`config.mk`:
```
export PLATFORM = sky130hd
export DESIGN_NAME = rover_top
export DESIGN_NICKNAME = d
export VERILOG_FILES = /design/src/design/vision_pkg.sv /design/src/design/drive_pkg.sv /design/src/design/target_finder.sv /design/src/design/classification.sv /design/src/design/mic_level.sv /design/src/design/drive_fsm.sv /design/src/design/rover_top.sv
export SDC_FILE = /design/constraint.sdc
export NUM_CORES = 1
export LEC_CHECK = 0
export ABC_AREA = 0
export BUFFER_PORTS_ARGS = -buffer_cell sky130_fd_sc_hd__buf_2
export CAP_MARGIN = 20
export CORE_ASPECT_RATIO = 1.25
export CORE_MARGIN = 1.5
export CORE_UTILIZATION = 60
export DETAILED_ROUTE_END_ITERATION = 10
export PLACE_DENSITY = 0.78
export SYNTH_ARGS = -nofsm -noshare
export SYNTH_HDL_FRONTEND = slang
export SYNTH_HIERARCHICAL = 1
export SYNTH_SLANG_ARGS = --single-unit
```
`constraint.sdc`:
```
create_clock -name clk_50 -period 8.05 [get_ports clk_50]
set_clock_uncertainty 0.05 [all_clocks]
set_input_delay 1.2075 -clock clk_50 [delete_from_list [all_inputs] [get_ports clk_50]]
set_output_delay 1.2075 -clock clk_50 [all_outputs]
set_load 0.005 [all_outputs]
```
`src/design/vision_pkg.sv`:
```
// vision path constants: orange colour window, line and zone geometry
// and the steering direction encoding shared by the classifier and the FSM
`default_nettype none

package vision_pkg;

  // orange window on decoded 8-bit channels
  localparam logic [7:0] RED_MIN   = 8'd180;
  localparam logic [7:0] GREEN_MIN = 8'd60;
  localparam logic [7:0] GREEN_MAX = 8'd150;
  localparam logic [7:0] BLUE_MAX  = 8'd90;

  // active pixels per line, three equal column zones
  localparam logic [7:0] LINE_WIDTH = 8'd96;
  localparam logic [7:0] ZONE_WIDTH = 8'd32;

  // per-zone hit counter width
  localparam int HIT_WIDTH = 16;

  // fewer orange pixels than this per frame means no target
  localparam logic [HIT_WIDTH-1:0] MIN_HITS = 16'd8;

  // steering verdict produced once per frame
  typedef enum logic [1:0] {
    DIR_NONE,
    DIR_LEFT,
    DIR_CENTER,
    DIR_RIGHT
  } direction_t;

endpackage

`default_nettype wire

```
`src/design/drive_pkg.sv`:
```
// audio and drive control definitions: loudness window, remote button
// codes and the drive FSM state and command encodings
`default_nettype none

package drive_pkg;

  // samples per loudness measurement and the counter that spans them
  localparam int LEVEL_WINDOW    = 64;
  localparam int LEVEL_CNT_WIDTH = 6;

  // decoded remote control buttons
  typedef enum logic [2:0] {
    IR_STOP,
    IR_MANUAL,
    IR_TRACK,
    IR_FWD,
    IR_LEFT,
    IR_RIGHT
  } ir_code_t;

  // operating modes
  typedef enum logic [1:0] {
    ST_IDLE,
    ST_MANUAL,
    ST_TRACK
  } drive_state_t;

  // command presented to the motor driver
  typedef enum logic [1:0] {
    DRV_STOP,
    DRV_FWD,
    DRV_LEFT,
    DRV_RIGHT
  } drive_cmd_t;

endpackage

`default_nettype wire

```
`src/design/target_finder.sv`:
```
// flags orange pixels in the video stream and paints them pure red
// result and recoloured pixel appear one cycle after the input pixel
`timescale 1ns/1ps
`default_nettype none

module target_finder (
  input  wire        clk_50,
  input  wire        reset,
  input  wire        pixel_valid,
  input  wire  [7:0] red_in,
  input  wire  [7:0] green_in,
  input  wire  [7:0] blue_in,
  output logic       pixel_out_valid,
  output logic [7:0] red_out,
  output logic [7:0] green_out,
  output logic [7:0] blue_out,
  output logic       is_orange
);

  import vision_pkg::*;

  // combinational threshold test on the incoming pixel
  logic red_ok;
  logic green_ok;
  logic blue_ok;
  logic orange_now;

  always_comb begin
    // strong red channel
    red_ok     = (red_in >= RED_MIN);
    // green inside the window, both ends inclusive
    green_ok   = (green_in >= GREEN_MIN) && (green_in <= GREEN_MAX);
    // little blue
    blue_ok    = (blue_in <= BLUE_MAX);
    // only a valid pixel can be a hit
    orange_now = pixel_valid && red_ok && green_ok && blue_ok;
  end

  // control outputs, cleared by reset
  always_ff @(posedge clk_50) begin
    if (reset) begin
      pixel_out_valid <= 1'b0;
      is_orange       <= 1'b0;
    end else begin
      pixel_out_valid <= pixel_valid;
      is_orange       <= orange_now;
    end
  end

  // pixel payload
  always_ff @(posedge clk_50) begin
    if (!pixel_valid) begin
      // blank between pixels
      red_out   <= 8'h00;
      green_out <= 8'h00;
      blue_out  <= 8'h00;
    end else if (orange_now) begin
      // highlight the target in pure red
      red_out   <= 8'hff;
      green_out <= 8'h00;
      blue_out  <= 8'h00;
    end else begin
      // everything else passes unchanged
      red_out   <= red_in;
      green_out <= green_in;
      blue_out  <= blue_in;
    end
  end

endmodule

`default_nettype wire

```
`src/design/classification.sv`:
```
// counts orange hits per column zone across a frame and picks a steering
// direction at frame end; dir_valid pulses one cycle after frame_end
`timescale 1ns/1ps
`default_nettype none

module classification (
  input  wire                    clk_50,
  input  wire                    reset,
  input  wire                    pixel_valid,
  input  wire                    is_orange,
  input  wire                    line_start,
  input  wire                    frame_end,
  output vision_pkg::direction_t direction,
  output logic                   dir_valid
);

  import vision_pkg::*;

  // column position within the current line
  logic [7:0] column;

  // orange hits per zone for the current frame
  logic [HIT_WIDTH-1:0] left_hits;
  logic [HIT_WIDTH-1:0] center_hits;
  logic [HIT_WIDTH-1:0] right_hits;

  // sum of all zones, two extra bits so it cannot wrap
  logic [HIT_WIDTH+1:0] total_hits;

  // verdict for the frame being closed
  direction_t frame_dir;

  // column is inside the active line
  logic in_line;

  always_comb begin
    in_line    = (column < LINE_WIDTH);
    total_hits = {2'b00, left_hits} + {2'b00, center_hits} + {2'b00, right_hits};

    // too few hits means no target at all
    if (total_hits < {2'b00, MIN_HITS}) begin
      frame_dir = DIR_NONE;
    // ties go to center first
    end else if ((center_hits >= left_hits) && (center_hits >= right_hits)) begin
      frame_dir = DIR_CENTER;
    // then left wins over right
    end else if (left_hits >= right_hits) begin
      frame_dir = DIR_LEFT;
    end else begin
      frame_dir = DIR_RIGHT;
    end
  end

  // column counter, restarted at each line
  always_ff @(posedge clk_50) begin
    if (reset || line_start || frame_end) begin
      column <= 8'd0;
    end else if (pixel_valid && in_line) begin
      column <= column + 8'd1;
    end
  end

  // zone counters and frame decision
  always_ff @(posedge clk_50) begin
    if (reset) begin
      left_hits   <= '0;
      center_hits <= '0;
      right_hits  <= '0;
      direction   <= DIR_NONE;
      dir_valid   <= 1'b0;
    end else if (frame_end) begin
      // close the frame and start over
      direction   <= frame_dir;
      dir_valid   <= 1'b1;
      left_hits   <= '0;
      center_hits <= '0;
      right_hits  <= '0;
    end else begin
      dir_valid <= 1'b0;
      if (pixel_valid && is_orange && in_line) begin
        // 0..31 left, 32..63 center, 64..95 right
        if (column < ZONE_WIDTH) begin
          left_hits <= left_hits + 1'b1;
        end else if (column < (ZONE_WIDTH + ZONE_WIDTH)) begin
          center_hits <= center_hits + 1'b1;
        end else begin
          right_hits <= right_hits + 1'b1;
        end
      end
    end
  end

endmodule

`default_nettype wire

```
`src/design/mic_level.sv`:
```
// peak loudness meter for signed audio samples; at the end of each window
// it updates a 4-bit level and a 2-bit speed and pulses level_valid
`timescale 1ns/1ps
`default_nettype none

module mic_level (
  input  wire               clk_50,
  input  wire               reset,
  input  wire               sample_valid,
  input  wire signed [15:0] sample,
  output logic        [3:0] mapped_level,
  output logic        [1:0] speed,
  output logic              level_valid
);

  import drive_pkg::*;

  // position within the current window
  logic [LEVEL_CNT_WIDTH-1:0] sample_cnt;

  // largest magnitude seen so far in the window
  logic [14:0] peak;

  // magnitude of the incoming sample
  logic [15:0] sample_neg;
  logic [14:0] magnitude;

  // peak including the current sample
  logic [14:0] peak_next;

  // this sample completes the window
  logic window_done;

  always_comb begin
    sample_neg = -sample;
    if (sample[15] && (sample[14:0] == 15'd0)) begin
      // -32768 has no positive twin, clamp it
      magnitude = 15'h7fff;
    end else if (sample[15]) begin
      magnitude = sample_neg[14:0];
    end else begin
      magnitude = sample[14:0];
    end

    peak_next   = (magnitude > peak) ? magnitude : peak;
    window_done = (sample_cnt == LEVEL_CNT_WIDTH'(LEVEL_WINDOW - 1));
  end

  always_ff @(posedge clk_50) begin
    if (reset) begin
      sample_cnt   <= '0;
      peak         <= 15'd0;
      mapped_level <= 4'd0;
      speed        <= 2'd0;
      level_valid  <= 1'b0;
    end else begin
      level_valid <= 1'b0;
      if (sample_valid) begin
        if (window_done) begin
          // publish the level and hold it until the next window
          mapped_level <= peak_next[14:11];
          // speed is the top half of the level
          speed        <= peak_next[14:13];
          level_valid  <= 1'b1;
          peak         <= 15'd0;
          sample_cnt   <= '0;
        end else begin
          peak       <= peak_next;
          sample_cnt <= sample_cnt + 1'b1;
        end
      end
    end
  end

endmodule

`default_nettype wire

```
`src/design/drive_fsm.sv`:
```
// rover mode FSM: remote buttons select idle, manual or tracking mode,
// tracking follows the camera direction; outputs update one cycle later
`timescale 1ns/1ps
`default_nettype none

module drive_fsm (
  input  wire                      clk_50,
  input  wire                      reset,
  input  wire                      ir_valid,
  input  wire drive_pkg::ir_code_t ir_code,
  input  wire                      dir_valid,
  input  wire vision_pkg::direction_t direction,
  input  wire                [1:0] speed,
  output drive_pkg::drive_state_t  state,
  output drive_pkg::drive_cmd_t    drive_cmd,
  output logic               [1:0] drive_speed
);

  import vision_pkg::*;
  import drive_pkg::*;

  drive_state_t state_next;
  drive_cmd_t   cmd_next;

  always_comb begin
    // hold by default
    state_next = state;
    cmd_next   = drive_cmd;

    // button codes are applied first
    if (ir_valid) begin
      case (ir_code)
        // mode codes always stop the motors
        IR_STOP: begin
          state_next = ST_IDLE;
          cmd_next   = DRV_STOP;
        end
        IR_MANUAL: begin
          state_next = ST_MANUAL;
          cmd_next   = DRV_STOP;
        end
        IR_TRACK: begin
          state_next = ST_TRACK;
          cmd_next   = DRV_STOP;
        end
        // motion buttons only count in manual mode
        IR_FWD: begin
          if (state == ST_MANUAL) cmd_next = DRV_FWD;
        end
        IR_LEFT: begin
          if (state == ST_MANUAL) cmd_next = DRV_LEFT;
        end
        IR_RIGHT: begin
          if (state == ST_MANUAL) cmd_next = DRV_RIGHT;
        end
        // unused codes are ignored
        default: begin
          state_next = state;
        end
      endcase
    end

    // camera verdict is judged in the state just chosen
    if (dir_valid && (state_next == ST_TRACK)) begin
      case (direction)
        DIR_LEFT:   cmd_next = DRV_LEFT;
        DIR_CENTER: cmd_next = DRV_FWD;
        DIR_RIGHT:  cmd_next = DRV_RIGHT;
        default:    cmd_next = DRV_STOP;
      endcase
    end
  end

  always_ff @(posedge clk_50) begin
    if (reset) begin
      state       <= ST_IDLE;
      drive_cmd   <= DRV_STOP;
      drive_speed <= 2'd0;
    end else begin
      state       <= state_next;
      drive_cmd   <= cmd_next;
      // speed follows the loudness while moving
      drive_speed <= (cmd_next != DRV_STOP) ? speed : 2'd0;
    end
  end

endmodule

`default_nettype wire

```
`src/design/rover_top.sv`:
```
// rover perception and steering core: vision path, audio path and the
// drive FSM that combines them, all on clk_50
`timescale 1ns/1ps
`default_nettype none

module rover_top (
  input  wire                        clk_50,
  input  wire                        reset,
  input  wire                        pixel_valid,
  input  wire                  [7:0] red_in,
  input  wire                  [7:0] green_in,
  input  wire                  [7:0] blue_in,
  input  wire                        line_start,
  input  wire                        frame_end,
  input  wire                        sample_valid,
  input  wire signed          [15:0] sample,
  input  wire                        ir_valid,
  input  wire drive_pkg::ir_code_t   ir_code,
  output wire                  [7:0] red_out,
  output wire                  [7:0] green_out,
  output wire                  [7:0] blue_out,
  output wire                        pixel_out_valid,
  output vision_pkg::direction_t     direction,
  output wire                        dir_valid,
  output wire                  [3:0] mapped_level,
  output wire                        level_valid,
  output drive_pkg::drive_state_t    state,
  output drive_pkg::drive_cmd_t      drive_cmd,
  output wire                  [1:0] drive_speed
);

  // orange flag aligned with the recoloured pixel
  wire       is_orange;
  // speed from the loudness meter
  wire [1:0] speed;

  // pixel test and recolouring
  target_finder u_target_finder (
    .clk_50          (clk_50),
    .reset           (reset),
    .pixel_valid     (pixel_valid),
    .red_in          (red_in),
    .green_in        (green_in),
    .blue_in         (blue_in),
    .pixel_out_valid (pixel_out_valid),
    .red_out         (red_out),
    .green_out       (green_out),
    .blue_out        (blue_out),
    .is_orange       (is_orange)
  );

  // zone counting on the delayed pixel stream
  classification u_classification (
    .clk_50      (clk_50),
    .reset       (reset),
    .pixel_valid (pixel_out_valid),
    .is_orange   (is_orange),
    .line_start  (line_start),
    .frame_end   (frame_end),
    .direction   (direction),
    .dir_valid   (dir_valid)
  );

  // loudness to speed
  mic_level u_mic_level (
    .clk_50       (clk_50),
    .reset        (reset),
    .sample_valid (sample_valid),
    .sample       (sample),
    .mapped_level (mapped_level),
    .speed        (speed),
    .level_valid  (level_valid)
  );

  // mode and command decision
  drive_fsm u_drive_fsm (
    .clk_50      (clk_50),
    .reset       (reset),
    .ir_valid    (ir_valid),
    .ir_code     (ir_code),
    .dir_valid   (dir_valid),
    .direction   (direction),
    .speed       (speed),
    .state       (state),
    .drive_cmd   (drive_cmd),
    .drive_speed (drive_speed)
  );

endmodule

`default_nettype wire

```
Word level (Yosys, flattened, before mapping)
Cells that the tools add are included.
{"block": "totals", "reg_bits": 119, "mem_count": 0, "romBits": 0, "ram_bits": 0, "latchBits": 0, "output_inout_bits": 39, "word_cells": 102, "inputBits": 50}
{"block": "classes", "n_mux": 20, "shift": 0, "reduce_logical": 26, "n_eq_ne": 11, "bitwise_logic": 5, "n_addsub": 8, "n_mul": 0, "n_lt_le_gt_ge": 12, "n_div": 0}
{"cell": "15-bit 2-to-1 mux", "count": 4}
{"cell": "16-bit by 1-bit adder with 16-bit output (second input constant)", "count": 3}
{"cell": "16-bit greater-or-equal comparator", "count": 3}
{"cell": "18-bit by 16-bit adder with 18-bit output", "count": 1}
{"cell": "18-bit by 4-bit less-than comparator with 1-bit output (second input constant)", "count": 1}
{"cell": "2-bit 2-to-1 mux", "count": 9}
{"cell": "16-bit by 16-bit adder with 17-bit output", "count": 1}
{"cell": "8-bit by 7-bit less-than comparator with 1-bit output (second input constant)", "count": 2}
{"cell": "15-bit greater-than comparator", "count": 1}
{"cell": "15-bit zero test", "count": 1}
{"cell": "15-bit negator", "count": 1}
{"cell": "2-bit case mux with 3 select lines", "count": 2}
{"cell": "1-bit logical AND", "count": 10}
{"cell": "8-bit by 1-bit adder with 8-bit output (second input constant)", "count": 1}
{"cell": "8-bit by 6-bit greater-or-equal comparator with 1-bit output (second input constant)", "count": 1}
{"cell": "8-bit greater-or-equal comparator (second input constant)", "count": 1}
{"cell": "8-bit by 7-bit <= comparator with 1-bit output (second input constant)", "count": 1}
{"cell": "8-bit <= comparator (second input constant)", "count": 1}
{"cell": "8-bit by 6-bit less-than comparator with 1-bit output (second input constant)", "count": 1}
{"cell": "8-bit 2-to-1 mux", "count": 1}
{"cell": "2-bit case mux with 4 select lines", "count": 1}
{"cell": "2-bit OR reduction", "count": 4}
{"cell": "6-bit by 1-bit adder with 6-bit output (second input constant)", "count": 1}
{"cell": "2-bit == test (second input constant)", "count": 3}
{"cell": "14 further kinds", "count": 27}

Logic depth before layout (Yosys ltp)
{"block": "depth", "depth_word": 9, "depth_mapped": 17, "depth_no_buf": 15}

Hierarchy
The synthesis kept the hierarchy.
{"module": "classification", "n_inst": 1, "seq_area_each_um2": 1181.1, "area_each_um2": 4709.5, "cells_each": 560}
{"module": "mic_level", "n_inst": 1, "seq_area_each_um2": 520.5, "area_each_um2": 1771.7, "cells_each": 211}
{"module": "target_finder", "n_inst": 1, "seq_area_each_um2": 520.5, "area_each_um2": 849.6, "cells_each": 75}
{"module": "drive_fsm", "n_inst": 1, "seq_area_each_um2": 120.1, "area_each_um2": 335.3, "cells_each": 38}

Worst setup path before layout
Ideal clock, no wire load.
{"block": "synth_timing", "path_type": "input port to flip-flop", "from": "in sample[0]", "to": "reg u_mic_level.peak[0]", "n_path_buf": 2, "slack_ps": 3249, "t_arrival_ps": 4692, "t_required_ps": 7940, "cell_stages": 16, "setup_time_ps": 60, "cell_sequence": "inv_1 ha_1 or4b_1 or2_2 or3_1 or3b_4 buf_6 nand2_2 ha_1 and4_1 nand3_1 o21bai_1 a21oi_1 and3b_1 clkbuf_1 a22o_1"}
{"block": "synth_between", "elab_chain_cells": 6, "word_cells_on_any_way": 10, "classes_between": "add/sub (1); order compare (1); mux (4); reduce/logical (4)"}
{"element": "start, declared", "line": "rover_top.sv:16", "rtl": "input wire signed [15:0] sample,"}
{"element": "15-bit negator / 15-bit zero test (equally long branches)", "line": "mic_level.sv:35, mic_level.sv:36"}
{"element": "15-bit 2-to-1 mux / 1-bit logical AND (equally long branches)", "line": "mic_level.sv:39, mic_level.sv:36"}
{"element": "15-bit 2-to-1 mux *", "line": "mic_level.sv:36", "rtl": "if (sample[15] && (sample[14:0] == 15'd0)) begin"}
{"element": "15-bit greater-than comparator", "line": "mic_level.sv:45", "rtl": "peak_next = (magnitude > peak) ? magnitude : peak;"}
{"element": "2-bit nonzero test (no source line)"}
{"element": "2-bit AND reduction (no source line)"}
{"element": "end signal, assigned", "line": "mic_level.sv:68", "rtl": "peak <= peak_next;"}
{"element": "end, declared", "line": "mic_level.sv:22", "rtl": "logic [14:0] peak;"}
Every way passes the cells marked *; elsewhere a longest branch is shown, timed or not. The select of a mux whose other input is x is not followed.
A chain may end at the register's enable or synchronous reset.

Worst setup path in the final report
{"block": "layout_timing", "from": "in sample[0]", "to": "reg u_mic_level.peak[2]"}
The elaborated chain is that of the path after synthesis.

==> flow_summary.toml <==
[logic_synthesis]
synth_area_sq_um = 7670
synth_edf_count = 0
synthesis.nets = 1033
async_flop_share_pct = 0
synth_seq_cells = 117
avgSynthCellArea_sq_um = 8.67
seq_area_frac_synth_pct = 30.6
syn_inst = 884
synth_ff_type = "dfxtp_1"
yosys_warnings = 6
synth.distinct_cells = 78

[timing]
finalCritPeriodShare_pct = 63.0
grt_setup_unrepaired = "no"
setup_viol = 0
max_freq_ghz = 0.197
fin_crit_ns = 5.07
relSlewSlack_pct = 36.7
worst_slack_ns = 2.98
tns_ns = 0
max_slew.worst_pin.slew_ns = 0.949
hold_viol_final = 0
slew_viol_final = 0

[worst_setup_path]
startpoint_type = "primary input"
regToRegSetupSlack_ns = 4.64
r2r-start = "u_classification/left_hits[11]"
r2r_end = "u_classification/direction[1]"
required_ns = 8.35
arrival_ns = 5.38
crit_path_max_fanout = 14
worstSetupEndpointType = "register"
crit_type = "primary input to register"
worst_r2r_path_depth = 9

[clock_tree]
clk-insertion-delay-late_ns = 0.41
cts_hold_buf = 0
cts_root_buffer = "clkbuf_16"
htreeDepth = 4
cts.path.max_buffers = 2
post_cts_buffers = 0
cts_resized = 0
cts.clk_slew.worst_paths_ns = 0.06
cts_tree = "done"
cts_made_buffers = 17
clock-sinks = 117

[power]
peakVddDrop_uv = 140
power.leakage_nw = 3.77
power_density_nw_per_um2 = 169
total_power_w = 0.00148

[flow_run]
drv_cap = 0

[layout]
final_util_pct = 69.6
diodes = 0
fin_nets = 1114
nFillCells = 1027
syn_to_final_growth_pct = 14.4
layout.cells.non_filler = 1146
drive_above_1_share_pct = 16.5

[routing]
detail_route.vias_per_cell = 5.75
dr.first_iter.drc_count = 357
postRouteAntennaNets = 0
wl_per_cell_microns = 14.8
drc = 0
vias = 6593
drt-total-wl_microns = 16900
firstDrtPassIters = 5

[floorplan]
die_w_microns = 104
core-area_sq_um = 12600
fp-row-count = 46
fp.dieArea_sq_um = 13500
start_util_pct = 60.8
io_pins = 89
die_y_microns = 129

[global_routing]
antenna_found_initial = 0
track_usage_pct = 25.9
overflow = 0
grt_pass1_vias = 6293
grt_max_degree = 49
grt_pass1_wl_microns = 28200

[placement]
place_inst = 1113
post-place-ws_ns = 2.25
globalplace.congestion = 0.904
port_buffers = 88
dp_hpwl_microns = 12700

[worst_hold_path]
holdPathStages = 2
holdCritStartpoint = "u_classification/column[7]"
hold_end = "u_classification/column[7]"
min_path_type = "register to register"

[run_status]
status = "finished clean"
where the power goes:
| group | total [W] | leakage, nW | internal, W | switching (W) |
|---|---|---|---|---|
| combinational | 0.000127 | 2.54 | 0.0000578 | 0.0000696 |
| sequential | 0.000604 | 0.952 | 0.000596 | 0.00000891 |
| clock | 0.000749 | 0.282 | 0.000439 | 0.000310 |
| total | 0.00148 | 3.77 | 0.00109 | 0.000388 |
how the worst max path moves through the flow:
stage	from	to	slack, ns	depth (start not counted)
after global placement	sample[0]	u_mic_level/peak[2]	2.31	15
after detailed placement	sample[0]	u_mic_level/peak[2]	2.25	15
after floorplan	sample[0]	u_mic_level/peak[0]	3.25	16
final	sample[0]	u_mic_level/peak[2]	2.98	15
after global routing	sample[0]	u_mic_level/peak[2]	2.71	15
after CTS	sample[0]	u_mic_level/peak[2]	2.67	15
cells in the mapped netlist (3+ instances only):
master | number | area [sq um]
nand3b_1 | 5 | 37.5
nand2b_1 | 5 | 31.3
nand2_2 | 10 | 62.6
nor2_1 | 97 | 364
nor2b_1 | 14 | 87.6
a22o_1 | 13 | 114
o21ai_1 | 4 | 20.0
a31oi_1 | 9 | 56.3
o2111ai_1 | 5 | 43.8
nand4_1 | 28 | 175
mux2i_1 | 15 | 150
nor4_1 | 5 | 31.3
o21a_1 | 5 | 37.5
nor3_1 | 15 | 75.1
nand3_1 | 22 | 110
xor2_1 | 24 | 210
dfxtp_1 | 117 | 2340
a21o_1 | 7 | 52.6
nand2_1 | 55 | 206
clkbuf_1 | 16 | 60.1
o31ai_1 | 4 | 30.0
o41ai_1 | 3 | 26.3
xnor2_1 | 35 | 307
ha_1 | 84 | 1050
a21oi_1 | 50 | 250
a21boi_2 | 7 | 78.8
buf_2 | 6 | 30.0
inv_1 | 68 | 255
or2_1 | 3 | 18.8
o211ai_1 | 7 | 52.6
buf_6 | 3 | 33.8
or2_2 | 3 | 18.8
or3_1 | 10 | 62.6
nor4bb_1 | 3 | 30.0
o21ai_0 | 28 | 140
o22ai_1 | 3 | 18.8
and3_1 | 22 | 138
fa_1 | 15 | 300
a211oi_1 | 12 | 90.1
worst max-delay path, stage by stage:
cell and delay (ns):
buf_2 0.10, inv_1 0.10, ha_1 0.20, or4b_1 0.52, or2_2 0.33, o41ai_1 0.32, mux2i_1 0.34, ha_1 0.28
and3_1 0.18, a221o_1 0.36, a31oi_1 0.16, a21oi_1 0.08, buf_4 0.19, a21oi_1 0.75, a22o_1 0.25
cells in the final DEF, fill, tap and decap left out, drive strengths merged, types with 3 or more instances in the layout:
cell type / instances
dfxtp: 117
nor2: 97
and3: 22
clkbuf: 17
nor4bb: 3
xor2: 24
nand2: 65
nor3: 16
nand2b: 5
a211oi: 12
o41ai: 3
a21o: 8
a21boi: 9
or2: 6
xnor2: 35
and2: 4
nor2b: 14
a31oi: 9
o21a: 5
or3: 10
a21oi: 52
a22o: 13
mux2i: 15
nor4: 5
o21ai: 33
o211ai: 8
nand3: 22
nand4: 28
ha: 84
buf: 89
fa: 15
o22ai: 4
nand3b: 5
o2111ai: 5
inv: 79
o31ai: 5
cell type report:
type                            count  area [sq um]  share of cell area [%]
Clock buffer                       17           425                    4.85
Clock inverter                     15           158                    1.80
Inverter                           68           255                    2.91
Multi-Input combinational cell    672          4930                    56.2
Sequential cell                   117          2340                    26.7
Tap cell                          168           210                    2.40
Timing Repair Buffer               89           448                    5.11
per-layer routing:
layer	wire length, microns	vias up	part of all wire [%]	GRT usage [%]
li1	-	3306	-	-
met4	614	0	3.6	12.9
met2	8560	168	51	45.6
met3	613	42	3.6	4.93
met5	0	-	0	0
met1	7140	3077	42	30.3
logic make-up (layout without fill, tap and decap cells):
group           after synthesis  after routing  synth area share (%)
flops                       117            117                  30.6
buf+inv                      95            189                  5.14
simple gates                313            313                  20.9
compound gates              184            184                  16.8
xor+xnor                     59             59                  6.74
mux                          17             17                  2.25
fa+ha+maj                    99             99                  17.6
flip-flops by register name, indices dropped and copies added, names as in the netlist:
signal	flops
u_classification/column	8
u_mic_level/level_valid	1
u_target_finder/pixel_out_valid	1
u_drive_fsm/drive_cmd	2
u_classification/direction	2
u_drive_fsm/state	2
u_classification/left_hits	16
u_target_finder/red_out	8
u_target_finder/is_orange	1
u_target_finder/green_out	8
u_classification/center_hits	16
u_mic_level/mapped_level	4
u_mic_level/sample_cnt	6
u_classification/dir_valid	1
u_target_finder/blue_out	8
u_mic_level/peak	15
u_classification/right_hits	16
u_drive_fsm/drive_speed	2
per-stage QoR:
stage	cell area, sq um	hold slack (ns)
finish	8770	0.397
global route	8770	0.437
CTS	8760	0.398
detailed placement	8180	0.388
global placement	8180	0.386
floorplan	7670	0.372
(Power assumes the default switching activity.)
